`src/hw/decode_pkg.sv`:
```
// Decode stage 1 shared definitions
// Encodings for operand size and kind, ALU and stack operations,
// flag classes, segments and microcode entries
package decode_pkg;

   // Default program counter width
   localparam int iaddr_w = 32;
   // Sign-extended immediate and displacement width
   localparam int data_w = 32;
   // Register number width
   localparam int reg_w = 3;

   typedef enum logic [2:0] {
      SIZE_8  = 3'd0,
      SIZE_16 = 3'd1,
      SIZE_32 = 3'd2
   } size_e;

   typedef enum logic [2:0] {
      OPK_NONE = 3'd0,
      OPK_REG  = 3'd1,
      OPK_MEM  = 3'd2,
      OPK_IMM  = 3'd3
   } op_kind_e;

   // x86 group codes, ADC (2) and SBB (3) left out
   typedef enum logic [3:0] {
      ALU_ADD     = 4'd0,
      ALU_OR      = 4'd1,
      ALU_AND     = 4'd4,
      ALU_SUB     = 4'd5,
      ALU_XOR     = 4'd6,
      ALU_CMP     = 4'd7,
      ALU_MOV     = 4'd8,
      ALU_NOP     = 4'd9,
      ALU_ILLEGAL = 4'd15
   } alu_op_e;

   typedef enum logic [1:0] {
      STK_NONE = 2'd0,
      STK_PUSH = 2'd1,
      STK_POP  = 2'd2
   } stack_op_e;

   typedef enum logic [1:0] {
      FL_NONE  = 2'd0,
      FL_ARITH = 2'd1,
      FL_LOGIC = 2'd2
   } flag_cls_e;

   // x86 segment register order
   typedef enum logic [2:0] {
      SEG_ES = 3'd0,
      SEG_CS = 3'd1,
      SEG_SS = 3'd2,
      SEG_DS = 3'd3,
      SEG_FS = 3'd4,
      SEG_GS = 3'd5
   } seg_e;

   typedef enum logic [2:0] {
      ROM_LEAVE = 3'd0,
      ROM_PUSHA = 3'd1
   } rom_entry_e;

endpackage

```
`src/hw/imm_disp_split.sv`:
```
// Displacement and immediate split
// Displacement sits in the low bytes, immediate directly above it,
// both sign-extended by their byte counts
`timescale 1ns/1ps

module imm_disp_split (
   input  logic [63:0]                     displace_n_imm,
   input  logic [3:0]                      disp_bytes,
   input  logic [3:0]                      imm_bytes,
   output logic [decode_pkg::data_w-1:0]   imm,
   output logic [decode_pkg::data_w-1:0]   disp
);

   localparam int W = decode_pkg::data_w;

   logic [63:0] above_disp;

   function automatic logic [W-1:0] sext(input logic [W-1:0] raw, input logic [3:0] n);
      case (n)
         4'd1:    sext = {{(W-8){raw[7]}}, raw[7:0]};
         4'd2:    sext = {{(W-16){raw[15]}}, raw[15:0]};
         4'd4:    sext = raw;
         default: sext = '0;
      endcase
   endfunction

   // Drop the displacement bytes to line up the immediate
   assign above_disp = displace_n_imm >> {disp_bytes, 3'b000};

   assign disp = sext(displace_n_imm[W-1:0], disp_bytes);
   assign imm  = sext(above_disp[W-1:0], imm_bytes);

endmodule

```
`src/hw/prefix_decode.sv`:
```
// Prefix decoder
// Masks the prefix bytes by count and finds segment override,
// REP and operand-size override
`timescale 1ns/1ps

module prefix_decode (
   input  logic [23:0]        prefix,
   input  logic [1:0]         prefix_bytes,
   output decode_pkg::seg_e   seg_override,
   output logic               seg_override_valid,
   output logic               rep,
   output logic               size_override
);

   logic [23:0] mask_prefix;

   // First byte is the highest one
   always_comb begin
      case (prefix_bytes)
         2'd0:    mask_prefix = 24'h0;
         2'd1:    mask_prefix = {prefix[23:16], 16'h0};
         2'd2:    mask_prefix = {prefix[23:8], 8'h0};
         default: mask_prefix = prefix;
      endcase
   end

   always_comb begin
      logic [7:0] b;
      seg_override       = decode_pkg::SEG_ES;
      seg_override_valid = 1'b0;
      rep                = 1'b0;
      size_override      = 1'b0;
      // Walk in prefix order so a later segment prefix wins
      for (int i = 2; i >= 0; i--) begin
         b = mask_prefix[i*8 +: 8];
         case (b)
            8'h26, 8'h2e, 8'h36, 8'h3e: begin
               seg_override       = decode_pkg::seg_e'({1'b0, b[4:3]});
               seg_override_valid = 1'b1;
            end
            8'h64, 8'h65: begin
               seg_override       = decode_pkg::seg_e'({2'b10, b[0]});
               seg_override_valid = 1'b1;
            end
            8'hf3:   rep = 1'b1;
            8'h66:   size_override = 1'b1;
            default: ;
         endcase
      end
   end

endmodule

```
`src/hw/op_and_rm_decode.sv`:
```
// Opcode and ModRM decoder
// Maps the supported one-byte opcodes to ALU, stack and flag controls,
// everything else decodes as illegal
`timescale 1ns/1ps

module op_and_rm_decode (
   input  logic [15:0]                    opcode,
   input  logic [1:0]                     opcode_bytes,
   input  logic [7:0]                     modrm,
   input  logic                           size_override,
   output decode_pkg::size_e              size,
   output logic                           set_d_flag,
   output logic                           clear_d_flag,
   output decode_pkg::op_kind_e           op0,
   output decode_pkg::op_kind_e           op1,
   output logic [decode_pkg::reg_w-1:0]   op0_reg,
   output logic [decode_pkg::reg_w-1:0]   op1_reg,
   output decode_pkg::alu_op_e            alu_op,
   output decode_pkg::flag_cls_e          flag_cls,
   output decode_pkg::stack_op_e          stack_op,
   output logic                           is_hlt
);

   logic [7:0]                 op;
   logic                       one_byte;
   logic [2:0]                 grp;
   decode_pkg::op_kind_e       rm_kind;

   // First opcode byte sits in the upper half
   assign op       = opcode[15:8];
   assign one_byte = (opcode_bytes == 2'd1);
   assign grp      = op[5:3];
   assign rm_kind  = (modrm[7:6] == 2'b11) ? decode_pkg::OPK_REG : decode_pkg::OPK_MEM;

   always_comb begin
      size         = decode_pkg::SIZE_32;
      set_d_flag   = 1'b0;
      clear_d_flag = 1'b0;
      op0          = decode_pkg::OPK_NONE;
      op1          = decode_pkg::OPK_NONE;
      op0_reg      = '0;
      op1_reg      = '0;
      alu_op       = decode_pkg::ALU_ILLEGAL;
      flag_cls     = decode_pkg::FL_NONE;
      stack_op     = decode_pkg::STK_NONE;
      is_hlt       = 1'b0;

      if (one_byte) begin
         if (op[7:6] == 2'b00 && !op[2] && grp != 3'd2 && grp != 3'd3) begin
            alu_op   = decode_pkg::alu_op_e'({1'b0, grp});
            flag_cls = (grp == 3'd1 || grp == 3'd4 || grp == 3'd6) ?
                       decode_pkg::FL_LOGIC : decode_pkg::FL_ARITH;
            if (!op[0])
               size = decode_pkg::SIZE_8;
            else if (size_override)
               size = decode_pkg::SIZE_16;
            // Direction bit picks which side the r/m operand lands on
            if (!op[1]) begin
               op0     = rm_kind;
               op0_reg = modrm[2:0];
               op1     = decode_pkg::OPK_REG;
               op1_reg = modrm[5:3];
            end else begin
               op0     = decode_pkg::OPK_REG;
               op0_reg = modrm[5:3];
               op1     = rm_kind;
               op1_reg = modrm[2:0];
            end
         end else if (op[7:4] == 4'h5) begin
            alu_op   = decode_pkg::ALU_NOP;
            stack_op = op[3] ? decode_pkg::STK_POP : decode_pkg::STK_PUSH;
            op0      = decode_pkg::OPK_REG;
            op0_reg  = op[2:0];
         end else if (op == 8'hfc) begin
            alu_op       = decode_pkg::ALU_NOP;
            clear_d_flag = 1'b1;
         end else if (op == 8'hfd) begin
            alu_op     = decode_pkg::ALU_NOP;
            set_d_flag = 1'b1;
         end else if (op == 8'hf4) begin
            alu_op = decode_pkg::ALU_NOP;
            is_hlt = 1'b1;
         end
      end
   end

endmodule

```
`src/hw/rom_sequencer.sv`:
```
// Microcode sequencer
// Steps through the micro-ops of LEAVE and PUSHA, one per load
`timescale 1ns/1ps

module rom_sequencer (
   input  logic                           clk,
   input  logic                           rst,
   input  logic                           flush,
   input  logic                           start,
   input  decode_pkg::rom_entry_e         entry,
   input  logic                           load,
   output logic                           last,
   output decode_pkg::op_kind_e           op0,
   output decode_pkg::op_kind_e           op1,
   output logic [decode_pkg::reg_w-1:0]   op0_reg,
   output logic [decode_pkg::reg_w-1:0]   op1_reg,
   output decode_pkg::alu_op_e            alu_op,
   output decode_pkg::stack_op_e          stack_op,
   output decode_pkg::size_e              size
);

   logic [2:0]                cnt;
   logic                      busy;
   decode_pkg::rom_entry_e    entry_q;
   decode_pkg::rom_entry_e    cur_entry;

   always_ff @(posedge clk) begin
      if (rst || flush || !start) begin
         cnt  <= '0;
         busy <= 1'b0;
      end else if (load) begin
         cnt  <= last ? 3'd0 : cnt + 3'd1;
         busy <= !last;
      end
   end

   // Entry held from the first micro-op on
   always_ff @(posedge clk) begin
      if (start && load && !busy)
         entry_q <= entry;
   end

   assign cur_entry = busy ? entry_q : entry;
   assign size      = decode_pkg::SIZE_32;

   always_comb begin
      last     = 1'b1;
      op0      = decode_pkg::OPK_NONE;
      op1      = decode_pkg::OPK_NONE;
      op0_reg  = '0;
      op1_reg  = '0;
      alu_op   = decode_pkg::ALU_ILLEGAL;
      stack_op = decode_pkg::STK_NONE;
      case (cur_entry)
         decode_pkg::ROM_LEAVE: begin
            last    = (cnt == 3'd1);
            op0     = decode_pkg::OPK_REG;
            op0_reg = (cnt == 3'd0) ? 3'd4 : 3'd5;
            if (cnt == 3'd0) begin
               // ESP <- EBP
               alu_op  = decode_pkg::ALU_MOV;
               op1     = decode_pkg::OPK_REG;
               op1_reg = 3'd5;
            end else begin
               alu_op   = decode_pkg::ALU_NOP;
               stack_op = decode_pkg::STK_POP;
            end
         end
         decode_pkg::ROM_PUSHA: begin
            last     = (cnt == 3'd7);
            alu_op   = decode_pkg::ALU_NOP;
            stack_op = decode_pkg::STK_PUSH;
            op0      = decode_pkg::OPK_REG;
            op0_reg  = cnt;
         end
         default: ;
      endcase
   end

endmodule

```
`src/hw/decode_stage_1.sv`:
```
// Decode stage 1
// Picks the plain decode or the microcode path and registers the result
// in a valid/ready output slot, with halt and flush control
`timescale 1ns/1ps

module decode_stage_1 #(
   parameter int IADDRW = decode_pkg::iaddr_w
) (
   input  logic                                  clk,
   input  logic                                  rst,
   input  logic                                  flush,
   input  logic                                  handle_int,
   output logic                                  halt,
   input  logic                                  s0_valid,
   output logic                                  s0_ready,
   input  logic [23:0]                           s0_prefix,
   input  logic [1:0]                            s0_prefix_bytes,
   input  logic [15:0]                           s0_opcode,
   input  logic [1:0]                            s0_opcode_bytes,
   input  logic [15:0]                           s0_addressing,
   input  logic [63:0]                           s0_displace_n_imm,
   input  logic [3:0]                            s0_displacement_bytes,
   input  logic [3:0]                            s0_immediate_bytes,
   input  logic                                  s0_rom_in_control,
   input  decode_pkg::rom_entry_e                s0_rom_control,
   input  logic [IADDRW-1:0]                     s0_pc,
   input  logic                                  s0_branch_taken,
   output logic                                  s1_valid,
   input  logic                                  s1_ready,
   output decode_pkg::size_e                     s1_size,
   output logic                                  s1_set_d_flag,
   output logic                                  s1_clear_d_flag,
   output decode_pkg::op_kind_e                  s1_op0,
   output decode_pkg::op_kind_e                  s1_op1,
   output logic [decode_pkg::reg_w-1:0]          s1_op0_reg,
   output logic [decode_pkg::reg_w-1:0]          s1_op1_reg,
   output logic [7:0]                            s1_modrm,
   output logic [7:0]                            s1_sib,
   output logic [decode_pkg::data_w-1:0]         s1_imm,
   output logic [decode_pkg::data_w-1:0]         s1_disp,
   output decode_pkg::alu_op_e                   s1_alu_op,
   output decode_pkg::flag_cls_e                 s1_flag_cls,
   output decode_pkg::stack_op_e                 s1_stack_op,
   output decode_pkg::seg_e                      s1_seg_override,
   output logic                                  s1_seg_override_valid,
   output logic                                  s1_repeat,
   output logic [IADDRW-1:0]                     s1_pc,
   output logic                                  s1_branch_taken
);

   decode_pkg::seg_e                   dec_seg;
   logic                               dec_seg_valid, dec_rep, dec_size_ovr;
   logic [decode_pkg::data_w-1:0]      dec_imm, dec_disp;
   decode_pkg::size_e                  dec_size, rom_size;
   logic                               dec_set_d, dec_clear_d, dec_is_hlt;
   decode_pkg::op_kind_e               dec_op0, dec_op1, rom_op0, rom_op1;
   logic [decode_pkg::reg_w-1:0]       dec_op0_reg, dec_op1_reg, rom_op0_reg, rom_op1_reg;
   decode_pkg::alu_op_e                dec_alu_op, rom_alu_op;
   decode_pkg::flag_cls_e              dec_flag_cls;
   decode_pkg::stack_op_e              dec_stack_op, rom_stack_op;
   logic                               rom_last, can_load, load;

   prefix_decode u_prefix (
      .prefix(s0_prefix), .prefix_bytes(s0_prefix_bytes), .seg_override(dec_seg),
      .seg_override_valid(dec_seg_valid), .rep(dec_rep), .size_override(dec_size_ovr)
   );

   imm_disp_split u_imm_disp (
      .displace_n_imm(s0_displace_n_imm), .disp_bytes(s0_displacement_bytes),
      .imm_bytes(s0_immediate_bytes), .imm(dec_imm), .disp(dec_disp)
   );

   op_and_rm_decode u_op_rm (
      .opcode(s0_opcode), .opcode_bytes(s0_opcode_bytes), .modrm(s0_addressing[15:8]),
      .size_override(dec_size_ovr), .size(dec_size), .set_d_flag(dec_set_d),
      .clear_d_flag(dec_clear_d), .op0(dec_op0), .op1(dec_op1), .op0_reg(dec_op0_reg),
      .op1_reg(dec_op1_reg), .alu_op(dec_alu_op), .flag_cls(dec_flag_cls),
      .stack_op(dec_stack_op), .is_hlt(dec_is_hlt)
   );

   rom_sequencer u_rom (
      .clk(clk), .rst(rst), .flush(flush), .start(s0_valid && s0_rom_in_control),
      .entry(s0_rom_control), .load(load && s0_rom_in_control), .last(rom_last),
      .op0(rom_op0), .op1(rom_op1), .op0_reg(rom_op0_reg), .op1_reg(rom_op1_reg),
      .alu_op(rom_alu_op), .stack_op(rom_stack_op), .size(rom_size)
   );

   // Slot takes data when empty or draining this cycle
   assign can_load = !s1_valid || s1_ready;
   assign load     = s0_valid && can_load && !halt && !flush;
   assign s0_ready = can_load && !halt && !flush && (!s0_rom_in_control || rom_last);

   always_ff @(posedge clk) begin
      if (rst || flush)
         s1_valid <= 1'b0;
      else if (can_load)
         s1_valid <= load;
   end

   always_ff @(posedge clk) begin
      if (rst || handle_int)
         halt <= 1'b0;
      else if (load && !s0_rom_in_control && dec_is_hlt)
         halt <= 1'b1;
   end

   always_ff @(posedge clk) begin
      if (load) begin
         s1_pc <= s0_pc;
         if (s0_rom_in_control) begin
            // Micro-ops carry no prefix, immediate or addressing bytes
            {s1_size, s1_op0, s1_op1} <= {rom_size, rom_op0, rom_op1};
            {s1_op0_reg, s1_op1_reg}  <= {rom_op0_reg, rom_op1_reg};
            {s1_alu_op, s1_stack_op}  <= {rom_alu_op, rom_stack_op};
            s1_flag_cls           <= decode_pkg::FL_NONE;
            s1_seg_override       <= decode_pkg::SEG_ES;
            {s1_set_d_flag, s1_clear_d_flag, s1_seg_override_valid} <= 3'b000;
            {s1_repeat, s1_branch_taken}                           <= 2'b00;
            {s1_modrm, s1_sib, s1_imm, s1_disp}                    <= '0;
         end else begin
            {s1_size, s1_op0, s1_op1} <= {dec_size, dec_op0, dec_op1};
            {s1_op0_reg, s1_op1_reg}  <= {dec_op0_reg, dec_op1_reg};
            {s1_alu_op, s1_stack_op}  <= {dec_alu_op, dec_stack_op};
            s1_flag_cls           <= dec_flag_cls;
            s1_seg_override       <= dec_seg;
            {s1_set_d_flag, s1_clear_d_flag, s1_seg_override_valid} <=
               {dec_set_d, dec_clear_d, dec_seg_valid};
            {s1_repeat, s1_branch_taken}                           <= {dec_rep, s0_branch_taken};
            {s1_modrm, s1_sib, s1_imm, s1_disp} <= {s0_addressing, dec_imm, dec_disp};
         end
      end
   end

endmodule

```
`config.mk`:
```
export PLATFORM = sky130hd
export DESIGN_NAME = decode_stage_1
export DESIGN_NICKNAME = d
export VERILOG_FILES = /design/src/hw/decode_pkg.sv /design/src/hw/imm_disp_split.sv /design/src/hw/prefix_decode.sv /design/src/hw/op_and_rm_decode.sv /design/src/hw/rom_sequencer.sv /design/src/hw/decode_stage_1.sv
export SDC_FILE = /design/constraint.sdc
export NUM_CORES = 1
export LEC_CHECK = 0
export BUFFER_PORTS_ARGS = -buffer_cell sky130_fd_sc_hd__buf_2
export CAP_MARGIN = 20
export CORE_ASPECT_RATIO = 1.1
export CORE_MARGIN = 2
export CORE_UTILIZATION = 53
export DETAILED_ROUTE_END_ITERATION = 16
export GPL_TIMING_DRIVEN = 0
export PLACE_DENSITY_LB_ADDON = 0.3
export SLEW_MARGIN = 20
export SYNTH_ARGS = -nofsm -noshare
export SYNTH_HDL_FRONTEND = slang
export SYNTH_SLANG_ARGS = --single-unit
```
`constraint.sdc`:
```
create_clock -name clk -period 21.7 [get_ports clk]
set_input_delay 4.34 -clock clk [delete_from_list [all_inputs] [get_ports clk]]
set_output_delay 4.34 -clock clk [all_outputs]
set_load 0.05 [all_outputs]
```
==> results of run 1 <==
[where the power goes]
group          leakage, nW  total [mW]  internal [mW]  switching [mW]
combinational         2.57       0.112         0.0368          0.0752
clock                0.277       0.287          0.154           0.133
sequential            1.52       0.325          0.323         0.00158
total                 4.36       0.724          0.513           0.210
[kinds of logic after synthesis]
group / Yosys count / synth area share, %
XOR/XNOR: 3 / 0.340
other: 1 / 0.0485
AND/OR/NAND/NOR: 213 / 14.8
adder cells (fa/ha/maj): 4 / 0.647
buffers and inverters: 55 / 3.43
AO/OA/AOI/OAI: 176 / 15.0
multiplexers: 65 / 8.67
flip-flops: 149 / 57.1
[area by class of cell]
class                      instances  share of cell area [%]
antenna                            1                  0.0244
inverter                           9                   0.329
sequential                       149                    43.0
tap                              192                    2.34
timing repair buffer             320                    16.3
clock buffer                      17                    4.14
buffer                            46                    2.26
multi-input combinational        464                    30.0
clock inverter                    15                    1.56
[metal layers]
layer  GRT usage (%)  vias to the layer above
li1                -                     3252
met1            36.8                     3302
met2            48.4                      421
met3            7.42                       74
met4            14.5                        2
met5               0                        -
[how the worst min path moves through the flow]
stage / startpoint / endpoint / slack [ns] / depth (start not counted)
3_3_place_gp: u_rom.cnt[2] / u_rom.cnt[2] / 0.49 / 2
4_1_cts: u_rom.cnt[2] / u_rom.cnt[2] / 0.52 / 2
5_1_grt: u_rom.cnt[2] / u_rom.cnt[2] / 0.55 / 2
3_5_place_dp: u_rom.cnt[2] / u_rom.cnt[2] / 0.51 / 2
6_report: u_rom.cnt[2] / u_rom.cnt[2] / 0.52 / 2
2_1_floorplan: u_rom.cnt[2] / u_rom.cnt[2] / 0.47 / 2
[synth_stat cells, drive strengths merged, types with 12 or more instances]
cell type,count
clkbuf,18
nor2,39
nor2b,23
buf,27
o22ai,16
nand3,12
mux2,16
nand2,58
o21ai,43
edfxtp,143
mux2i,49
a22oi,14
a21oi,48
[tightest hold or removal path, cell delays in order (launching register included)]
cell and delay, ns:
dfxtp_1 0.35, nand2_1 0.07, a21oi_1 0.05
[metrics by stage]
step / util, % / worst slack, ns / std cells / power [mW] / cell area, sq um
floorplan: - / 7.56 / 668 / 0.401 / 7740
global placement: 66.4 / 4.02 / 1167 / 0.440 / 9520
detailed placement: 67.5 / 11.04 / 1180 / 0.441 / 9670
CTS: 71.6 / 11.02 / 1212 / 0.725 / 10300
global route: 71.6 / 10.82 / 1213 / 0.747 / 10300
finish: 71.6 / 11.03 / 1213 / 0.724 / 10300
==> metrics.csv, run 1 <==
metric;value;unit
cp.depth;8;
area_growth;32.7;%
synth-main-ff-cell;edfxtp_1;
final_common_cell;buf_2;
clkTransAtPathRegs;0.07;ns
drc;0;
yosysSeqAreaShare;57.1;%
rr_startpoint;s1_valid;
tns;0;ns
port_buffers;307;
outcome;finished clean;
setup_viol;0;
hold_class;reg2reg;
die_area;15600;sq um
start_util;54.0;%
rr_endpoint;s1_pc[6];
peakVddDrop;0.0430;mV
fin_nets;1186;
yosysUniqueCellTypes;63;
top_layer_used;met5;
viasPerCell;5.81;
holdBufCountCts;0;
powerDensity;70.5;nW/um^2
finalHoldViolations;0;
grt_max_degree;18;
io_pins;321;
gr-total-overflow;0;
rows;46;
routed_wl;23.2;mm
crit_buf_inv;2;
clock-sinks;149;
mostFrequentLayoutCells;323 x buf_2, 143 x edfxtp_1, 58 x nand2_1, 49 x mux2i_1, 48 x a21oi_1;
worstPathArrival;6.33;ns
dr_wl_met2;11.1;mm
grt.total_usage;29.5;%
cts-resized-gates;0;
endpoint_kind;primary output;
r2r_slack;19.25;ns
drt_first_pass_iters;5;
die_w;119;um
timing.fmax;0.0937;GHz
fill_cells;1045;
post_cts_buffers;0;
setup.worst_path.end;s0_ready;
max_stage_delay;0.46;ns
synth_edf_count;143;
tightest_slew;0.851;ns
grt_pass1_vias;6497;
antenna_left;0;
seqCellArea;4410;sq um
crit_chain;buf_2, mux2i_1, nor2_1, ha_1, nor2_1, nand2_1, a2111oi_0, buf_2;
cts_buffer_depth;2;
met3_wirelength;2.33;mm
fin_crit;10.67;ns
yosysWarnings;0;
ys_ff_latch;149;
critPathKind;in2out;
maxCapViolCount;0;
rsz0062_at_grt;no;
syn-cell-area;7730;sq um
clk-insertion-delay-late;0.43;ns
async_reset_ff_share;0;%
crit_family;compound AO/OA/AOI/OAI gates;
maxSlewViolCount;0;
finClkSkew;0.00909;ns
synth_top_cell_area_share;55.5;%
cp-startpoint;s0_rom_control[0];
leakagePower;4.36;nW
die_y;131;um
met1_length;8.77;mm
layout-drive-gt1-share;40.0;%
worst_path_max_delay_cell;a2111oi_0;
grt_first_pass_wirelength;34.8;mm
root_buffer;clkbuf_16;
routabilityCongestion;0.949;
reg2regPathDepth;8;
cts_tree;done;
dr_total_vias;7051;
multi_input_area;3080;sq um
cts_max_level;4;
yosysTopAreaCell;edfxtp_1;
worst_ep_required_time;17.36;ns
crit_fanout;6;
avgSynthCellArea;11.6;sq um
hold_ws;0.517;ns
synth_area_leaders;edfxtp_1 56%, mux2i_1 6.3%, a21oi_1 3.1%;
avgRoutedWirePerCell;19.1;um
syn_inst;666;
cts_buffers;17;
antenna_found_initial;2;
dp_hpwl;17.8;mm
core_area;14300;sq um
drt-initial-drc-count;722;
crit_path_start_kind;primary input;
slew-limit-headroom;43.0;%
post-route-period-util;49.2;%
Power figures use the tool's default switching activity.
==> inputs of run 2 (changes only) <==
--- a/config.mk
+++ b/config.mk
@@ -9,7 +9,7 @@
 export CAP_MARGIN = 20
 export CORE_ASPECT_RATIO = 1.1
 export CORE_MARGIN = 2
-export CORE_UTILIZATION = 53
+export CORE_UTILIZATION = 44
 export DETAILED_ROUTE_END_ITERATION = 16
 export GPL_TIMING_DRIVEN = 0
 export PLACE_DENSITY_LB_ADDON = 0.3
==> constraint.sdc (replaced) <==
create_clock -name clk -period 8.6 [get_ports clk]
set_input_delay 1.72 -clock clk [delete_from_list [all_inputs] [get_ports clk]]
set_output_delay 1.72 -clock clk [all_outputs]
set_load 0.05 [all_outputs]
==> run 2 against run 1 <==
- critical path depth unchanged
- core utilization decreased by 11 points
- combinational power increased to 2.5 times the previous value
- total power increased to 2.6 times the previous value
- setup slack got worse by 7.9 ns
- non-clock buffer count unchanged
- sequential power increased to 2.5 times the previous value
- final cell count increased by 3.5%
- register-to-register slack got worse by 13 ns
- count of clock-buffer cells in the layout unchanged
- design area increased by 0.77%
- critical endpoint unchanged
==> metrics.csv, run 2 (synthesized netlist as in run 1, its figures left out) <==
metric;value;unit;change
outcome;finished clean;;unchanged
cts_buffers;17;;unchanged
io_pins;321;;unchanged
cts_tree;done;;unchanged
critPathKind;in2out;;unchanged
reg2regPathDepth;7;;was 8
final_common_cell;buf_2;;unchanged
worst_ep_required_time;6.88;ns;was 17.36 ns
drt_first_pass_iters;5;;unchanged
clk-insertion-delay-late;0.43;ns;about the same
post_cts_buffers;0;;unchanged
powerDensity;180;nW/um^2;was 70.5 nW/um^2
mostFrequentLayoutCells;323 x buf_2, 143 x edfxtp_1, 58 x nand2_1, 49 x mux2i_1, 48 x a21oi_1;;unchanged
clock-sinks;149;;unchanged
rr_startpoint;s1_valid;;unchanged
worst_path_max_delay_cell;a2111oi_0;;unchanged
grt_busiest_layer;met2;;unchanged
worstPathArrival;3.75;ns;was 6.33 ns
dr_total_vias;6971;;was 7,051
crit_chain;buf_2, mux2i_1, nor2_1, ha_1, nor2_1, nand2_1, a2111oi_0, buf_2;;unchanged
peakVddDrop;0.130;mV;was 0.0430 mV
slew-limit-headroom;37.9;%;was 43.0%
antenna_left;0;;unchanged
tightest_slew;0.929;ns;was 0.851 ns
gr-total-overflow;0;;unchanged
cp-startpoint;s0_rom_control[0];;unchanged
cts_max_level;4;;unchanged
endpoint_kind;primary output;;unchanged
r2r_slack;6.13;ns;was 19.25 ns
antenna_found_initial;3;;was 2
setup.worst_path.end;s0_ready;;unchanged
grt_use_met1;33.0;%;was 36.8%
maxSlewViolCount;0;;unchanged
grt.total_usage;25.4;%;was 29.5%
setup_viol;0;;unchanged
root_buffer;clkbuf_16;;unchanged
post-route-period-util;63.6;%;
die_y;143;um;was 131 um
area_growth;33.7;%;was 32.7%
viasPerCell;5.55;;was 5.81
grt_max_degree;18;;unchanged
avgRoutedWirePerCell;19.4;um;was 19.1 um
holdBufCountCts;0;;unchanged
tns;0;ns;unchanged
rsz0062_at_grt;no;;unchanged
hold_class;reg2reg;;unchanged
clkTransAtPathRegs;0.07;ns;about the same
met2_usage;40.9;%;was 48.4%
grt_first_pass_wirelength;35.5;mm;was 34.8 mm
cts-resized-gates;0;;unchanged
routabilityCongestion;0.952;;was 0.949
instances_no_fill;1256;;was 1,213
fin_nets;1186;;unchanged
crit_fanout;6;;unchanged
maxCapViolCount;0;;unchanged
core_area;17100;sq um;was 14,300 sq um
finalHoldViolations;0;;unchanged
finClkSkew;0.00976;ns;was 0.00909 ns
port_buffers;307;;unchanged
rows;50;;was 46
routed_wl;24.3;mm;was 23.2 mm
timing.fmax;0.183;GHz;
max_stage_delay;0.48;ns;was 0.46 ns
rr_endpoint;s1_imm[15];;was s1_pc[6]
drc;0;;unchanged
layout-drive-gt1-share;40.0;%;unchanged
die_w;130;um;was 119 um
grt_pass1_vias;6515;;was 6,497
start_util;45.1;%;was 54.0%
drt-initial-drc-count;626;;was 722
dp_hpwl;18.8;mm;was 17.8 mm
cts_buffer_depth;2;;unchanged
leakagePower;4.38;nW;was 4.36 nW
crit_path_start_kind;primary input;;unchanged
die_area;18700;sq um;was 15,600 sq um
dp.cells;1222;;was 1,180
met3_usage;5.92;%;was 7.42%
fin_crit;5.47;ns;
[run 2: layer usage]
| layer | vias up | routed length (um) |
|---|---|---|
| li1 | 3254 | - |
| met1 | 3297 | 9730 |
| met2 | 360 | 11600 |
| met3 | 58 | 2160 |
| met4 | 2 | 797 |
| met5 | - | 13 |
[run 2: critical path: cells and delay by family]
family | cells | cell delay (ns)
compound gates | 1 | 0.48
fa+ha+maj | 1 | 0.31
mux | 1 | 0.39
buf+inv | 2 | 0.46
simple gates | 3 | 0.38
[run 2: layout make-up]
| type | instances | area, sq um |
|---|---|---|
| Buffer | 46 | 231 |
| Inverter | 9 | 33.8 |
| Tap cell | 234 | 293 |
| Multi-Input combinational cell | 464 | 3080 |
| Sequential cell | 149 | 4410 |
| Timing Repair Buffer | 320 | 1670 |
| Fill cell | 1470 | 6800 |
| Clock buffer | 17 | 425 |
| Clock inverter | 15 | 188 |
| Antenna cell | 2 | 5.00 |
[run 2: stage by stage]
| stage | instance area [sq um] | setup WS, ns | power, mW | util, % | hold slack (ns) |
|---|---|---|---|---|---|
| 2_1_floorplan | 7750 | 0.953 | 1.01 | - | 0.474 |
| 5_1_grt | 10300 | 2.95 | 1.92 | 60.3 | 0.529 |
| 3_5_place_dp | 9730 | 3.18 | 1.11 | 56.7 | 0.502 |
| 3_3_place_gp | 9580 | -1.37 | 1.11 | 55.9 | 0.495 |
| 6_report | 10300 | 3.13 | 1.86 | 60.3 | 0.506 |
| 4_1_cts | 10300 | 3.16 | 1.87 | 60.3 | 0.511 |
[run 2: worst min path at each step]
stage / to / cells past startpoint / from
finish: u_rom.cnt[2] / 2 / u_rom.cnt[2]
detailed placement: u_rom.cnt[2] / 2 / u_rom.cnt[2]
global route: u_rom.cnt[2] / 2 / u_rom.cnt[2]
global placement: u_rom.cnt[2] / 2 / u_rom.cnt[2]
CTS: u_rom.cnt[2] / 2 / u_rom.cnt[2]
floorplan: u_rom.cnt[2] / 2 / u_rom.cnt[2]
[run 2: power by group]
part / internal (mW) / switching (mW) / total (mW) / leakage, nW
Combinational: 0.0927 / 0.191 / 0.284 / 2.57
Clock: 0.417 / 0.337 / 0.754 / 0.292
Sequential: 0.815 / 0.00424 / 0.819 / 1.52
==> inputs of run 3 (changes only) <==
==> constraint.sdc (replaced) <==
create_clock -name clk -period 4.8 [get_ports clk]
set_input_delay 0.96 -clock clk [delete_from_list [all_inputs] [get_ports clk]]
set_output_delay 0.96 -clock clk [all_outputs]
set_load 0.05 [all_outputs]
==> run 3 against run 2 <==
- critical endpoint unchanged
- highest routed layer is now met4
- design area increased by 0.12%
- die area unchanged
- setup slack got worse by 2.2 ns
- first-iteration DRC count increased by 6.1%
- total power increased by 78%
==> metrics.csv, run 3 (synthesized netlist as in run 1, its figures left out) <==
metric;value;unit;change
leakagePower;4.38;nW;about the same
finClkSkew;0.00906;ns;was 0.00976 ns
worstPathArrival;2.94;ns;was 3.75 ns
met3_usage;4.72;%;was 5.92%
core_area;17100;sq um;unchanged
die_w;130;um;unchanged
final_common_cell;buf_2;;unchanged
die_area;18700;sq um;unchanged
cts_max_level;4;;unchanged
drt_first_pass_iters;5;;unchanged
endpoint_kind;primary output;;unchanged
peakVddDrop;0.239;mV;was 0.130 mV
setup_viol;0;;unchanged
routed_wl;24.2;mm;was 24.3 mm
gr-total-overflow;0;;unchanged
hold_class;reg2reg;;unchanged
grt.total_usage;25.3;%;was 25.4%
seqPwrFrac;44.5;%;was 44.1%
pwr-share-comb;15.5;%;was 15.3%
layout_setup_ws;0.904;ns;was 3.13 ns
port_buffers;307;;unchanged
fill_cells;1464;;was 1,470
cts_buffers;17;;unchanged
grt_first_pass_wirelength;35.3;mm;was 35.5 mm
die_y;143;um;unchanged
dr_total_vias;7001;;was 6,971
timing.fmax;0.257;GHz;
post-route-period-util;81.2;%;
maxSlewViolCount;0;;unchanged
crit_fanout;6;;unchanged
critPathKind;in2out;;unchanged
mostFrequentLayoutCells;324 x buf_2, 143 x edfxtp_1, 58 x nand2_1, 49 x mux2i_1, 48 x a21oi_1;;was 323 x buf_2, 143 x edfxtp_1, 58 x nand2_1, 49 x mux2i_1, 48 x a21oi_1
tightest_slew;0.822;ns;was 0.929 ns
avgRoutedWirePerCell;19.2;um;was 19.4 um
io_pins;321;;unchanged
routabilityCongestion;0.961;;was 0.952
cts_buffer_depth;2;;unchanged
p_sw_share;29.4;%;was 28.7%
cts-resized-gates;0;;unchanged
dp_hpwl;18.7;mm;was 18.8 mm
final_util;60.4;%;was 60.3%
clk-insertion-delay-late;0.43;ns;about the same
p_sw;0.971;mW;was 0.532 mW
outcome;finished clean;;unchanged
slew-limit-headroom;44.9;%;was 37.9%
fin_crit;3.90;ns;
powerDensity;319;nW/um^2;was 180 nW/um^2
worst_ep_required_time;3.84;ns;was 6.88 ns
pre_cts_ws;0.983;ns;was 3.18 ns
holdBufCountCts;0;;unchanged
drc;0;;unchanged
clkTransAtPathRegs;0.06;ns;was 0.07 ns
grt_max_degree;19;;was 18
maxCapViolCount;0;;unchanged
grt_busiest_layer;met2;;unchanged
p_int;2.33;mW;was 1.33 mW
rsz0062_at_grt;no;;unchanged
root_buffer;clkbuf_16;;unchanged
antenna_found_initial;1;;was 3
finalHoldViolations;0;;unchanged
clock-sinks;149;;unchanged
antenna_left;0;;unchanged
crit_path_start_kind;primary input;;unchanged
layout-drive-gt1-share;40.3;%;was 40.0%
area_growth;33.9;%;was 33.7%
fin_nets;1188;;was 1,186
grt_pass1_vias;6458;;was 6,515
viasPerCell;5.57;;was 5.55
post_cts_buffers;0;;unchanged
clkPwrFrac;40.1;%;was 40.6%
grt_use_met1;34.8;%;was 33.0%
drt-initial-drc-count;664;;was 626
cts_tree;done;;unchanged
met2_usage;39.6;%;was 40.9%
start_util;45.1;%;unchanged
rows;50;;unchanged
==> run 3: cell count changes in the layout (fill, tap and decap cells not counted), sizes merged <==
cell,delta
clkinv,+2
buf,+2
diode,-1
inv,-1
bufinv,-1
==> run 3: metal layers <==
metal  share of wire, %  wire [um]  up-vias
li1                   -          -     3261
met1                 41       9920     3275
met2                 47      11300      413
met3                8.9       2140       52
met4                3.2        782        0
met5                  0          0        -
==> run 3: worst max-delay path, cell delays in order <==
cell       delay, ns
buf_2           0.11
mux2i_1         0.38
nor2_1          0.14
ha_1            0.31
nor2_1          0.18
nand2_1         0.12
a2111oi_0       0.40
buf_2           0.34
==> run 3: layout make-up <==
cell class	count	area (sq um)	share of cell area, %
Clock buffer	17	425	4.11
Tap cell	234	293	2.83
Sequential cell	149	4410	42.6
Multi-Input combinational cell	464	3090	29.8
Buffer	46	231	2.24
Timing Repair Buffer	322	1690	16.3
Inverter	9	33.8	0.326
Clock inverter	15	181	1.75
Antenna cell	1	2.50	0.0242
==> run 3: path summary, 6_finish.rpt <==
check                    start  slack (ns)  cells after the start           end
max reg2reg           s1_valid        2.56                      7     s1_pc[26]
min               u_rom.cnt[2]        0.52                      2  u_rom.cnt[2]
max          s0_rom_control[0]        0.90                      8      s0_ready
min reg2reg       u_rom.cnt[2]        0.52                      2  u_rom.cnt[2]
==> run 3: power groups by stage <==
stage / combinational, mW / sequential, mW / clock (mW)
floorplan: 0.188 / 1.62 / 0
global placement: 0.483 / 1.51 / 0
detailed placement: 0.502 / 1.50 / 0
CTS: 0.504 / 1.47 / 1.34
global route: 0.542 / 1.47 / 1.40
finish: 0.510 / 1.47 / 1.32
==> run 3: per-stage QoR <==
stage	std cells	total power [mW]	area (sq um)	TNS (ns)	hold WS, ns
final	1257	3.30	10400	0	0.515
after global routing	1256	3.41	10400	0	0.545
after CTS	1256	3.32	10400	0	0.515
after detailed placement	1224	2.00	9750	0	0.499
after global placement	1209	1.99	9580	-475.24	0.495
after floorplan	668	1.81	7750	-191.60	0.474
